**src/gpio_cfg_pkg.sv**
```systemverilog
// assumes GDW <= DAT and DAT == 2*GDW for the set/clear word; pins arrive asynchronous to clk
package gpio_cfg_pkg;

////////////////////////////////////////////////////////////////////////////
// widths
////////////////////////////////////////////////////////////////////////////

    localparam int unsigned GDW = 16;  // gpio pin count
    localparam int unsigned DAT = 32;  // bus data width
    localparam int unsigned ADR = 3;   // bus address width

    // flops on gpio_i before anything looks at it
    // at least 2, the shift in gpio_in_capture assumes it
    localparam int unsigned SYNC_STAGES = 2;

////////////////////////////////////////////////////////////////////////////
// register map
////////////////////////////////////////////////////////////////////////////

    // read/write control registers
    localparam logic [ADR-1:0] ADDR_OE    = ADR'(0);  // output enable
    localparam logic [ADR-1:0] ADDR_OD    = ADR'(1);  // output data
    localparam logic [ADR-1:0] ADDR_IE    = ADR'(2);  // input enable

    // input side
    localparam logic [ADR-1:0] ADDR_ID    = ADR'(3);  // masked pins (read only)
    localparam logic [ADR-1:0] ADDR_EVT   = ADR'(4);  // rising edge flags (w1c)

    // write only, reads back zero
    localparam logic [ADR-1:0] ADDR_OD_SC = ADR'(5);  // od set/clear masks

    // 6 and 7 unused
    // writes dropped, reads zero

endpackage

```
**src/gpio_bus_pkg.sv**
```systemverilog
// one bus write word with two views; the struct only lines up while DAT is twice GDW
package gpio_bus_pkg;

////////////////////////////////////////////////////////////////////////////
// set/clear view
////////////////////////////////////////////////////////////////////////////

    // od bits to force, both halves in one write
    typedef struct packed {
        logic [gpio_cfg_pkg::GDW-1:0] set;  // upper half (bits forced high)
        logic [gpio_cfg_pkg::GDW-1:0] clr;  // lower half (bits forced low)
    } gpio_sc_t;

////////////////////////////////////////////////////////////////////////////
// write data
////////////////////////////////////////////////////////////////////////////

    // plain word for oe/od/ie and the evt clear mask
    // sc view only meaningful at ADDR_OD_SC
    typedef union packed {
        logic [gpio_cfg_pkg::DAT-1:0] word;  // whole bus word
        gpio_sc_t                     sc;    // set in [31:16], clr in [15:0]
    } gpio_wdata_u;

endpackage

```
**src/gpio_csr_if.sv**
```systemverilog
// register contents only, no clock in here; every field is GDW wide and driven by one side
interface gpio_csr_if ();

    // control registers, owned by gpio_out_regs
    logic [gpio_cfg_pkg::GDW-1:0] oe;   // output enable
    logic [gpio_cfg_pkg::GDW-1:0] od;   // output data
    logic [gpio_cfg_pkg::GDW-1:0] ie;   // input enable

    // input state, owned by gpio_in_capture
    logic [gpio_cfg_pkg::GDW-1:0] id;   // synced pins masked by ie
    logic [gpio_cfg_pkg::GDW-1:0] evt;  // sticky rising edge flags

    // output side drives the control regs
    modport out_side (
        output oe, od, ie
    );

    // input side needs ie for masking
    modport in_side (
        input  ie,
        output id, evt
    );

    // read combiner sees everything
    modport rd_side (
        input oe, od, ie, id, evt
    );

endinterface

```
**src/gpio_out_regs.sv**
```systemverilog
// writes land on the wen edge with no handshake; only oe, od, ie and od set/clear decoded here
module gpio_out_regs (
    input  logic                         clk,
    input  logic                         rst,
    // bus write strobes
    input  logic                         wen,  // write enable
    input  logic [gpio_cfg_pkg::ADR-1:0] wad,  // write address
    input  gpio_bus_pkg::gpio_wdata_u    wdt,  // write data
    // register contents out
    gpio_csr_if.out_side                 csr
);

////////////////////////////////////////////////////////////////////////////
// local signals
////////////////////////////////////////////////////////////////////////////

    logic [gpio_cfg_pkg::GDW-1:0] oe_q;    // output enable
    logic [gpio_cfg_pkg::GDW-1:0] od_q;    // output data
    logic [gpio_cfg_pkg::GDW-1:0] ie_q;    // input enable

    logic [gpio_cfg_pkg::GDW-1:0] wdt_lo;  // plain word cut to pin width
    logic [gpio_cfg_pkg::GDW-1:0] od_sc;   // od after a set/clear write

    // upper bus bits dropped for plain registers
    assign wdt_lo = wdt.word[gpio_cfg_pkg::GDW-1:0];

    // clear first, then set
    // so a bit in both masks ends high
    assign od_sc = (od_q & ~wdt.sc.clr) | wdt.sc.set;

////////////////////////////////////////////////////////////////////////////
// write decode
////////////////////////////////////////////////////////////////////////////

    always_ff @(posedge clk or posedge rst) begin
        if (rst) begin
            oe_q <= '0;  // no pin driven out of reset
            od_q <= '0;
            ie_q <= '0;  // inputs masked
        end else if (wen) begin
            case (wad)
                gpio_cfg_pkg::ADDR_OE:    oe_q <= wdt_lo;
                gpio_cfg_pkg::ADDR_OD:    od_q <= wdt_lo;
                gpio_cfg_pkg::ADDR_IE:    ie_q <= wdt_lo;
                gpio_cfg_pkg::ADDR_OD_SC: od_q <= od_sc;  // same word, sc view
                default: ;  // id, evt and unused belong elsewhere or nowhere
            endcase
        end
    end

////////////////////////////////////////////////////////////////////////////
// register contents to the interface
////////////////////////////////////////////////////////////////////////////

    // straight from the flops
    // top level pins follow on the same cycle as the write edge
    assign csr.oe = oe_q;
    assign csr.od = od_q;
    assign csr.ie = ie_q;  // also feeds input masking

endmodule

```
**src/gpio_in_capture.sv**
```systemverilog
// gpio_i may be asynchronous; SYNC_STAGES must be at least 2; only rising edges are flagged
module gpio_in_capture (
    input  logic                         clk,
    input  logic                         rst,
    // bus write strobes, only ADDR_EVT decoded
    input  logic                         wen,  // write enable
    input  logic [gpio_cfg_pkg::ADR-1:0] wad,  // write address
    input  gpio_bus_pkg::gpio_wdata_u    wdt,  // write data, ones clear flags
    // raw pins
    input  logic [gpio_cfg_pkg::GDW-1:0] gpio_i,
    // register contents
    gpio_csr_if.in_side                  csr
);

////////////////////////////////////////////////////////////////////////////
// local signals
////////////////////////////////////////////////////////////////////////////

    // stage 0 samples the pins, last stage is safe to use
    logic [gpio_cfg_pkg::SYNC_STAGES-1:0][gpio_cfg_pkg::GDW-1:0] sync_q;

    logic [gpio_cfg_pkg::GDW-1:0] id_c;     // masked synced pins
    logic [gpio_cfg_pkg::GDW-1:0] id_q;     // id one cycle back
    logic [gpio_cfg_pkg::GDW-1:0] rise;     // 0 -> 1 this cycle
    logic [gpio_cfg_pkg::GDW-1:0] evt_clr;  // w1c mask from the bus
    logic [gpio_cfg_pkg::GDW-1:0] evt_q;    // sticky flags

////////////////////////////////////////////////////////////////////////////
// synchronizer and masking
////////////////////////////////////////////////////////////////////////////

    always_ff @(posedge clk or posedge rst) begin
        if (rst) begin
            sync_q <= '0;
        end else begin
            sync_q <= {sync_q[gpio_cfg_pkg::SYNC_STAGES-2:0], gpio_i};  // shift up
        end
    end

    // valid after the second sampling edge
    assign id_c = sync_q[gpio_cfg_pkg::SYNC_STAGES-1] & csr.ie;

////////////////////////////////////////////////////////////////////////////
// rising edge events
////////////////////////////////////////////////////////////////////////////

    // disabled pins are forced low in id_c so they never rise
    assign rise = id_c & ~id_q;

    // clear mask only on a write to the event register
    assign evt_clr = (wen && (wad == gpio_cfg_pkg::ADDR_EVT))
                   ? wdt.word[gpio_cfg_pkg::GDW-1:0]
                   : '0;

    always_ff @(posedge clk or posedge rst) begin
        if (rst) begin
            id_q  <= '0;
            evt_q <= '0;
        end else begin
            id_q  <= id_c;                      // edge history
            evt_q <= (evt_q & ~evt_clr) | rise; // new edge beats a clear
        end
    end

    assign csr.id  = id_c;
    assign csr.evt = evt_q;

endmodule

```
**src/gpio_read_mux.sv**
```systemverilog
// one cycle read latency; rdt holds between reads; od set/clear and unused addresses read zero
module gpio_read_mux (
    input  logic                         clk,
    input  logic                         rst,
    // bus read strobes
    input  logic                         ren,  // read enable
    input  logic [gpio_cfg_pkg::ADR-1:0] rad,  // read address
    // register contents
    gpio_csr_if.rd_side                  csr,
    // registered read data
    output logic [gpio_cfg_pkg::DAT-1:0] rdt
);

    logic [gpio_cfg_pkg::DAT-1:0] rd_next;  // decoded, zero extended

    // upper DAT-GDW bits stay zero
    always_comb begin
        rd_next = '0;
        case (rad)
            gpio_cfg_pkg::ADDR_OE:  rd_next[gpio_cfg_pkg::GDW-1:0] = csr.oe;
            gpio_cfg_pkg::ADDR_OD:  rd_next[gpio_cfg_pkg::GDW-1:0] = csr.od;
            gpio_cfg_pkg::ADDR_IE:  rd_next[gpio_cfg_pkg::GDW-1:0] = csr.ie;
            gpio_cfg_pkg::ADDR_ID:  rd_next[gpio_cfg_pkg::GDW-1:0] = csr.id;
            gpio_cfg_pkg::ADDR_EVT: rd_next[gpio_cfg_pkg::GDW-1:0] = csr.evt;
            default: ;  // write only or unused
        endcase
    end

    // pre-edge contents, so a same-cycle write is not seen
    always_ff @(posedge clk or posedge rst) begin
        if (rst) begin
            rdt <= '0;
        end else if (ren) begin
            rdt <= rd_next;
        end
    end

endmodule

```
**src/gpio_ctrl.sv**
```systemverilog
// no handshake, every strobe taken in its cycle; gpio_i gets synchronized inside
module gpio_ctrl (
    // system
    input  logic                         clk,
    input  logic                         rst,
    // write strobes
    input  logic                         wen,     // write enable
    input  logic [gpio_cfg_pkg::ADR-1:0] wad,     // write address
    input  logic [gpio_cfg_pkg::DAT-1:0] wdt,     // write data
    // read strobes
    input  logic                         ren,     // read enable
    input  logic [gpio_cfg_pkg::ADR-1:0] rad,     // read address
    output logic [gpio_cfg_pkg::DAT-1:0] rdt,     // read data, one cycle later
    // pins
    output logic [gpio_cfg_pkg::GDW-1:0] gpio_o,  // output data
    output logic [gpio_cfg_pkg::GDW-1:0] gpio_e,  // output enable, active high
    input  logic [gpio_cfg_pkg::GDW-1:0] gpio_i   // raw input
);

////////////////////////////////////////////////////////////////////////////
// shared wiring
////////////////////////////////////////////////////////////////////////////

    gpio_csr_if csr ();  // register contents between the blocks

    gpio_bus_pkg::gpio_wdata_u wdt_u;  // bus word with both views

    assign wdt_u = gpio_bus_pkg::gpio_wdata_u'(wdt);

////////////////////////////////////////////////////////////////////////////
// output side, input side, read combiner
////////////////////////////////////////////////////////////////////////////

    gpio_out_regs u_out (
        .clk (clk),
        .rst (rst),
        .wen (wen),
        .wad (wad),
        .wdt (wdt_u),
        .csr (csr.out_side)
    );

    gpio_in_capture u_in (
        .clk    (clk),
        .rst    (rst),
        .wen    (wen),
        .wad    (wad),
        .wdt    (wdt_u),  // only the plain word is used here
        .gpio_i (gpio_i),
        .csr    (csr.in_side)
    );

    gpio_read_mux u_rd (
        .clk (clk),
        .rst (rst),
        .ren (ren),
        .rad (rad),
        .csr (csr.rd_side),
        .rdt (rdt)
    );

    // pins straight off the registers
    assign gpio_o = csr.od;
    assign gpio_e = csr.oe;

endmodule

```
**config.mk**
```make
export PLATFORM = sky130hd
export DESIGN_NAME = gpio_ctrl
export DESIGN_NICKNAME = d
export VERILOG_FILES = /design/src/gpio_cfg_pkg.sv /design/src/gpio_bus_pkg.sv /design/src/gpio_csr_if.sv /design/src/gpio_out_regs.sv /design/src/gpio_in_capture.sv /design/src/gpio_read_mux.sv /design/src/gpio_ctrl.sv
export SDC_FILE = /design/constraint.sdc
export NUM_CORES = 1
export LEC_CHECK = 0
export BUFFER_PORTS_ARGS = -buffer_cell sky130_fd_sc_hd__buf_2
export CAP_MARGIN = 30
export CELL_PAD_IN_SITES_DETAIL_PLACEMENT = 2
export CELL_PAD_IN_SITES_GLOBAL_PLACEMENT = 2
export CORE_MARGIN = 2
export CORE_UTILIZATION = 39
export CTS_BUF_LIST = sky130_fd_sc_hd__clkbuf_4 sky130_fd_sc_hd__clkbuf_8
export CTS_CLUSTER_DIAMETER = 150
export DETAILED_ROUTE_END_ITERATION = 6
export PLACE_DENSITY = 0.95
export RECOVER_POWER = 50
export SETUP_SLACK_MARGIN = 0.02
export SLEW_MARGIN = 20
export SYNTH_ARGS = -nofsm -noshare
export SYNTH_HDL_FRONTEND = slang
export SYNTH_SLANG_ARGS = --single-unit
```
**constraint.sdc**
```tcl
create_clock -name clk -period 7 [get_ports clk]
set_clock_uncertainty 0.2 [all_clocks]
set_input_delay 0.7 -clock clk [delete_from_list [all_inputs] [get_ports clk]]
set_output_delay 0.7 -clock clk [all_outputs]
set_load 0.005 [all_outputs]
```
Yosys cells after proc, flatten, opt, wreduce, memory -nomap -nowiden
Index checks and enable logic that the tools add are counted. Widths: inputs -> output; s select.

Reduce and logical (&&, ||, !) cells: 7. Bitwise operators: 9. Equal/unequal tests: 8. Multiplexer cells: 3.

Operators by type and width (number): $pmux 16 s5 (1); $and 16x16->16 (4); $not 16->16 (3); $or 16x16->16 (2); $pmux 16 s2 (1); $mux 16 (1); $eq 3x2->1 const B (3); $eq 3x3->1 const B (3); $eq 3x1->1 const B (2); $logic_not 3->1 (2); $reduce_and 2->1 (3); $reduce_bool 2->1 (1); $logic_and 1x1->1 (1).

Logic and storage cells: 35. Bits of input ports: 58. Output and inout port bits: 64. Register bits: 128.

Longest topological paths before layout
Depth in word-level cells: 6. Mapped depth: 6.

By module
Synthesis repeated with hierarchy kept, for this count alone.

Cell total of the unflattened synthesis: 457. Area, all modules: 5688.0 um^2.

By module, submodules not included: gpio_in_capture (cells an instance 148, seq. area each 1601.5 um^2, times used 1, area each 2125.8 um^2); gpio_out_regs (cells an instance 160, seq. area each 1201.2 um^2, times used 1, area each 2094.5 um^2); gpio_read_mux (cells an instance 149, seq. area each 400.4 um^2, times used 1, area each 1467.7 um^2).

Worst setup path before layout
No wires, ideal clock.

Path type: in2reg. From: input wad[2] (netlist bit). To: register u_out.oe_q (netlist bit u_out.csr.oe[0]). Stages: 4. Library setup time: 125 ps. Data arrival time: 1731 ps. Path buffers: 2. Path slack: 4944 ps. Cells stage by stage: buf_6 -> nor4b_4 -> buf_6 -> mux2_4.

Word-level cells in the longest chain between the ends: 2.

RTL lines: from (decl) (RTL line gpio_ctrl.sv:8) `input logic [gpio_cfg_pkg::ADR-1:0] wad,`; $logic_not 3->1 (RTL line gpio_out_regs.sv:41) `case (wad)`; $reduce_and 2->1 (no line); to (signal assigned) (RTL line gpio_out_regs.sv:42) `gpio_cfg_pkg::ADDR_OE: oe_q <= wdt_lo;`; to (decl) (RTL line gpio_out_regs.sv:17) `logic [gpio_cfg_pkg::GDW-1:0] oe_q;`.

No other way between the ends. A chain may end at the register's enable or synchronous reset.

Worst setup path after layout
From: input wad[2] (netlist bit). To: register u_out.ie_q (netlist bit u_out.csr.ie[0]).

Word-level cells in the longest chain between the ends: 2.

RTL lines: $eq 3x2->1 (RTL line gpio_out_regs.sv:41); $reduce_and 2->1 (no line); to (signal assigned) (RTL line gpio_out_regs.sv:44) `gpio_cfg_pkg::ADDR_IE: ie_q <= wdt_lo;`; to (decl) (RTL line gpio_out_regs.sv:19) `logic [gpio_cfg_pkg::GDW-1:0] ie_q;`.

No other way between the ends.

==> qor.csv <==
stage;metric;value;unit
outcome;violated checks;capacitance limit, slew limit;
global_route;gr ovfl total;0;
logic_synthesis;proportion of synthesized chip area in sequential cells;59.8;%
job;count of maximum capacitance violations;2;
routing;iteration count of the initial detailed-routing pass;4;
worst_setup_path;Setup CP Type;in2reg;
cts;later-pin clock latency in the skew report;450;ps
cts;clock buffer count from CTS;17;
logic_synthesis;Avg Inst Size Synth;12.0;sq um
global_route;Total Routing Usage GR;25.5;%
outcome;outcome;complete, but fails checks;
logic_synthesis;most repeated cell in the gate-level netlist after synthesis;dfrtp_1;
cts;CTS resizes;0;
worst_hold_path;source of the worst hold timing path;gpio_i[7];
floorplan;horizontal die dimension;121;um
power;cell leakage power;3.07;nW
place;Placement Cell Area;0.00599;sq mm
routing;Antenna Nets Post-Route;0;
layout;Nets;612;
logic_synthesis;area of the mapped netlist;0.00536;sq mm
routing;detailed-route via count;4045;
cts;post-CTS clock slew at the launch and capture registers of the worst setup and hold paths;80;ps
worst_setup_path;crit path launch type;primary input;
routing;detail-routed net length per standard cell;23.6;um
logic_synthesis;top cell type by total area after synthesis;dfrtp_1;
layout;Filler Cell Count;1395;
layout;design area;0.00634;sq mm
worst_setup_path;kind of end point of the critical path;flip-flop;
sta;Fmax achieved;312;MHz
place;DP Wirelength;11100;um
layout;P&R area growth vs syn;18.3;%
sta;clock period minus final worst setup slack;3210;ps
logic_synthesis;share of the synthesized area in the top cell type;59.8;%
global_route;initial antenna violation count;0;
worst_hold_path;Hold Path Sink;u_in.sync_q[7]$_DFF_PP0_;
logic_synthesis;top cell types by occurrence after synthesis;dfrtp_1, nand2_1, o21ai_0, mux2i_1, nor2b_1;
cts;cts-stage hold buffer count;0;
floorplan;area of the placeable core;0.0133;sq mm
floorplan;floorplan row count;42;
layout;multi-input logic area;0.00190;sq mm
layout;Seq. cell area;0.00320;sq mm
sta;transition time at the pin with the least slew margin;2790;ps
floorplan;die area;0.0147;sq mm
sta;worst slew margin relative to its limit;-87.1;%
floorplan;Starting Density;40.1;%
power;maximum vdd ir drop;122;uV
cts;Sink Count;128;
worst_setup_path;worst reg2reg path endpoint;u_rd.rdt[7]$_DFFE_PP0P_;
logic_synthesis;Synth Instances;448;
logic_synthesis;prevailing post-synth register cell;dfrtp_1;
worst_setup_path;reg2reg setup slack;5500;ps
cts;post-CTS setup buffers;0;
power;total chip power;1.85;mW
logic_synthesis;flop and latch count out of synthesis;128;
logic_synthesis;number of distinct library cells after synthesis;32;
floorplan;DIE HEIGHT;121;um
sta;setup TNS;0;ps
sta;fin crit share;45.8;%
layout;ratio of cells with drive above 1 in the final layout;26.5;%
worst_setup_path;number of cells on the worst reg-to-reg path;4;
logic_synthesis;top post-synthesis cells by area;dfrtp_1, mux2i_1, o21ai_0;
power;PD cells;291;mW/mm^2
cts;maximum number of buffers from clock root to sink;2;
cts;clock tree from TritonCTS;done;
routing;DRC violation count after routing;0;
worst_hold_path;number of cells on the worst hold path;1;
cts;CTS HTree Levels;4;
sta;pins over their slew limit;71;
global_route;vias in the first global route;4647;
worst_hold_path;classification of the worst-slack hold path;in2reg;
worst_setup_path;crit path max fanout;20;
sta;RSZ-0062 raised after global routing;no;
place;gpl congestion;0.811;
place;count of buffers from port buffering;105;
sta;number of failing hold endpoints at the final stage;0;
routing;number of violations reported at the end of detailed-routing iteration 0;186;
logic_synthesis;warnings from Yosys;0;
floorplan;top-level port count;122;
logic_synthesis;asr flop ratio synth;100;%
layout;number of diodes;0;
worst_setup_path;launching point of the worst reg2reg path;u_in.sync_q[23]$_DFF_PP0_;
worst_setup_path;Worst EP required;7140;ps
routing;total length of routed wires;17500;um
global_route;pin count of the biggest net entering global routing;67;
cts;Clock Root Buffer;clkbuf_8;
worst_setup_path;data arrival time at the worst-slack endpoint;3340;ps
sta;final setup violating endpoints;0;
routing;vias per inst;5.45;
logic_synthesis;Post-synth EDFFs;0;
global_route;global-route wire length before repair;27600;um
[critical path, stage by stage]
cell,delay [ps]
clkbuf_1,430
nor4bb_1,1560
buf_6,280
mux2_1,360
[cell usage in the layout, fill, tap and decap left out, types with 4 or more instances in the layout]
master,instances
dfrtp_1,128
buf_2,84
nand2_1,54
o21ai_0,49
mux2i_1,25
nor2b_1,21
clkbuf_1,21
clkbuf_8,20
inv_1,19
conb_1,16
nand2b_1,14
mux2_2,13
a32oi_1,13
o221ai_1,13
o21a_1,13
mux2_1,10
mux2_4,10
clkinv_2,6
a22oi_1,5
clkbuf_4,4
[state kept, by name (all words and copies together) (netlist names)]
name / cells
u_in.csr.evt: 16
u_in.id_q: 16
u_in.sync_q: 32
u_out.csr.ie: 16
u_out.csr.od: 16
u_out.csr.oe: 16
u_rd.rdt: 16
[kinds of logic (layout without fill, tap and decap cells)]
logic type	count (synthesis)	after routing	share of synthesized area (%)
AO/OA/AOI/OAI	103	103	12.6
buffers and inverters	60	163	6.07
flip-flops	128	128	59.8
multiplexers	58	58	12.3
other	1	16	0.0700
AND/OR/NAND/NOR	98	98	9.22
[metal layers]
metal	track usage, %	part of all wire (%)	up-vias
met5	0	0	-
met2	44.8	52	148
met1	31.9	41	2131
met4	6.90	1.8	0
met3	5.22	5.0	27
li1	-	-	1739
[how the worst max path moves through the flow]
stage,start,to,slack (ps),cells after the start
5_1_grt,rst,u_rd.rdt[2]$_DFFE_PP0P_,3430,3
2_1_floorplan,rst,u_in.csr.evt[0]$_DFF_PP0_,2690,1
3_3_place_gp,wad[2],u_out.csr.ie[11]$_DFFE_PP0P_,4120,3
6_report,wad[2],u_out.csr.ie[0]$_DFFE_PP0P_,3790,4
3_5_place_dp,wad[2],u_out.csr.oe[11]$_DFFE_PP0P_,4160,4
4_1_cts,wad[0],u_out.csr.od[9]$_DFFE_PP0P_,4500,5
[final cells by class]
cell class / instances / area share [%]
clock buffer: 24 / 4.82
clock inverter: 7 / 0.948
inverter: 20 / 1.20
multi-input combinational: 275 / 30.0
sequential: 128 / 50.5
tap: 176 / 3.47
timing repair buffer: 112 / 9.00
[power by group]
part / switching (mW) / total, mW / leakage, nW / internal (mW)
sequential: 0.0883 / 0.938 / 1.51 / 0.849
combinational: 0.159 / 0.291 / 1.36 / 0.132
clock: 0.297 / 0.616 / 0.200 / 0.319
total: 0.545 / 1.85 / 3.07 / 1.30
[metrics by stage]
| step | utilization (%) | hold WS, ps | cells | setup slack (ps) |
|---|---|---|---|---|
| after global routing | 47.5 | 129 | 742 | 3430 |
| after global placement | 44.6 | 134 | 706 | 4120 |
| after detailed placement | 44.9 | 139 | 709 | 4160 |
| final | 47.5 | 147 | 742 | 3790 |
| after CTS | 47.6 | 136 | 740 | 4500 |
| after floorplan | - | 131 | 463 | 2690 |
(Power assumes the default switching activity.)
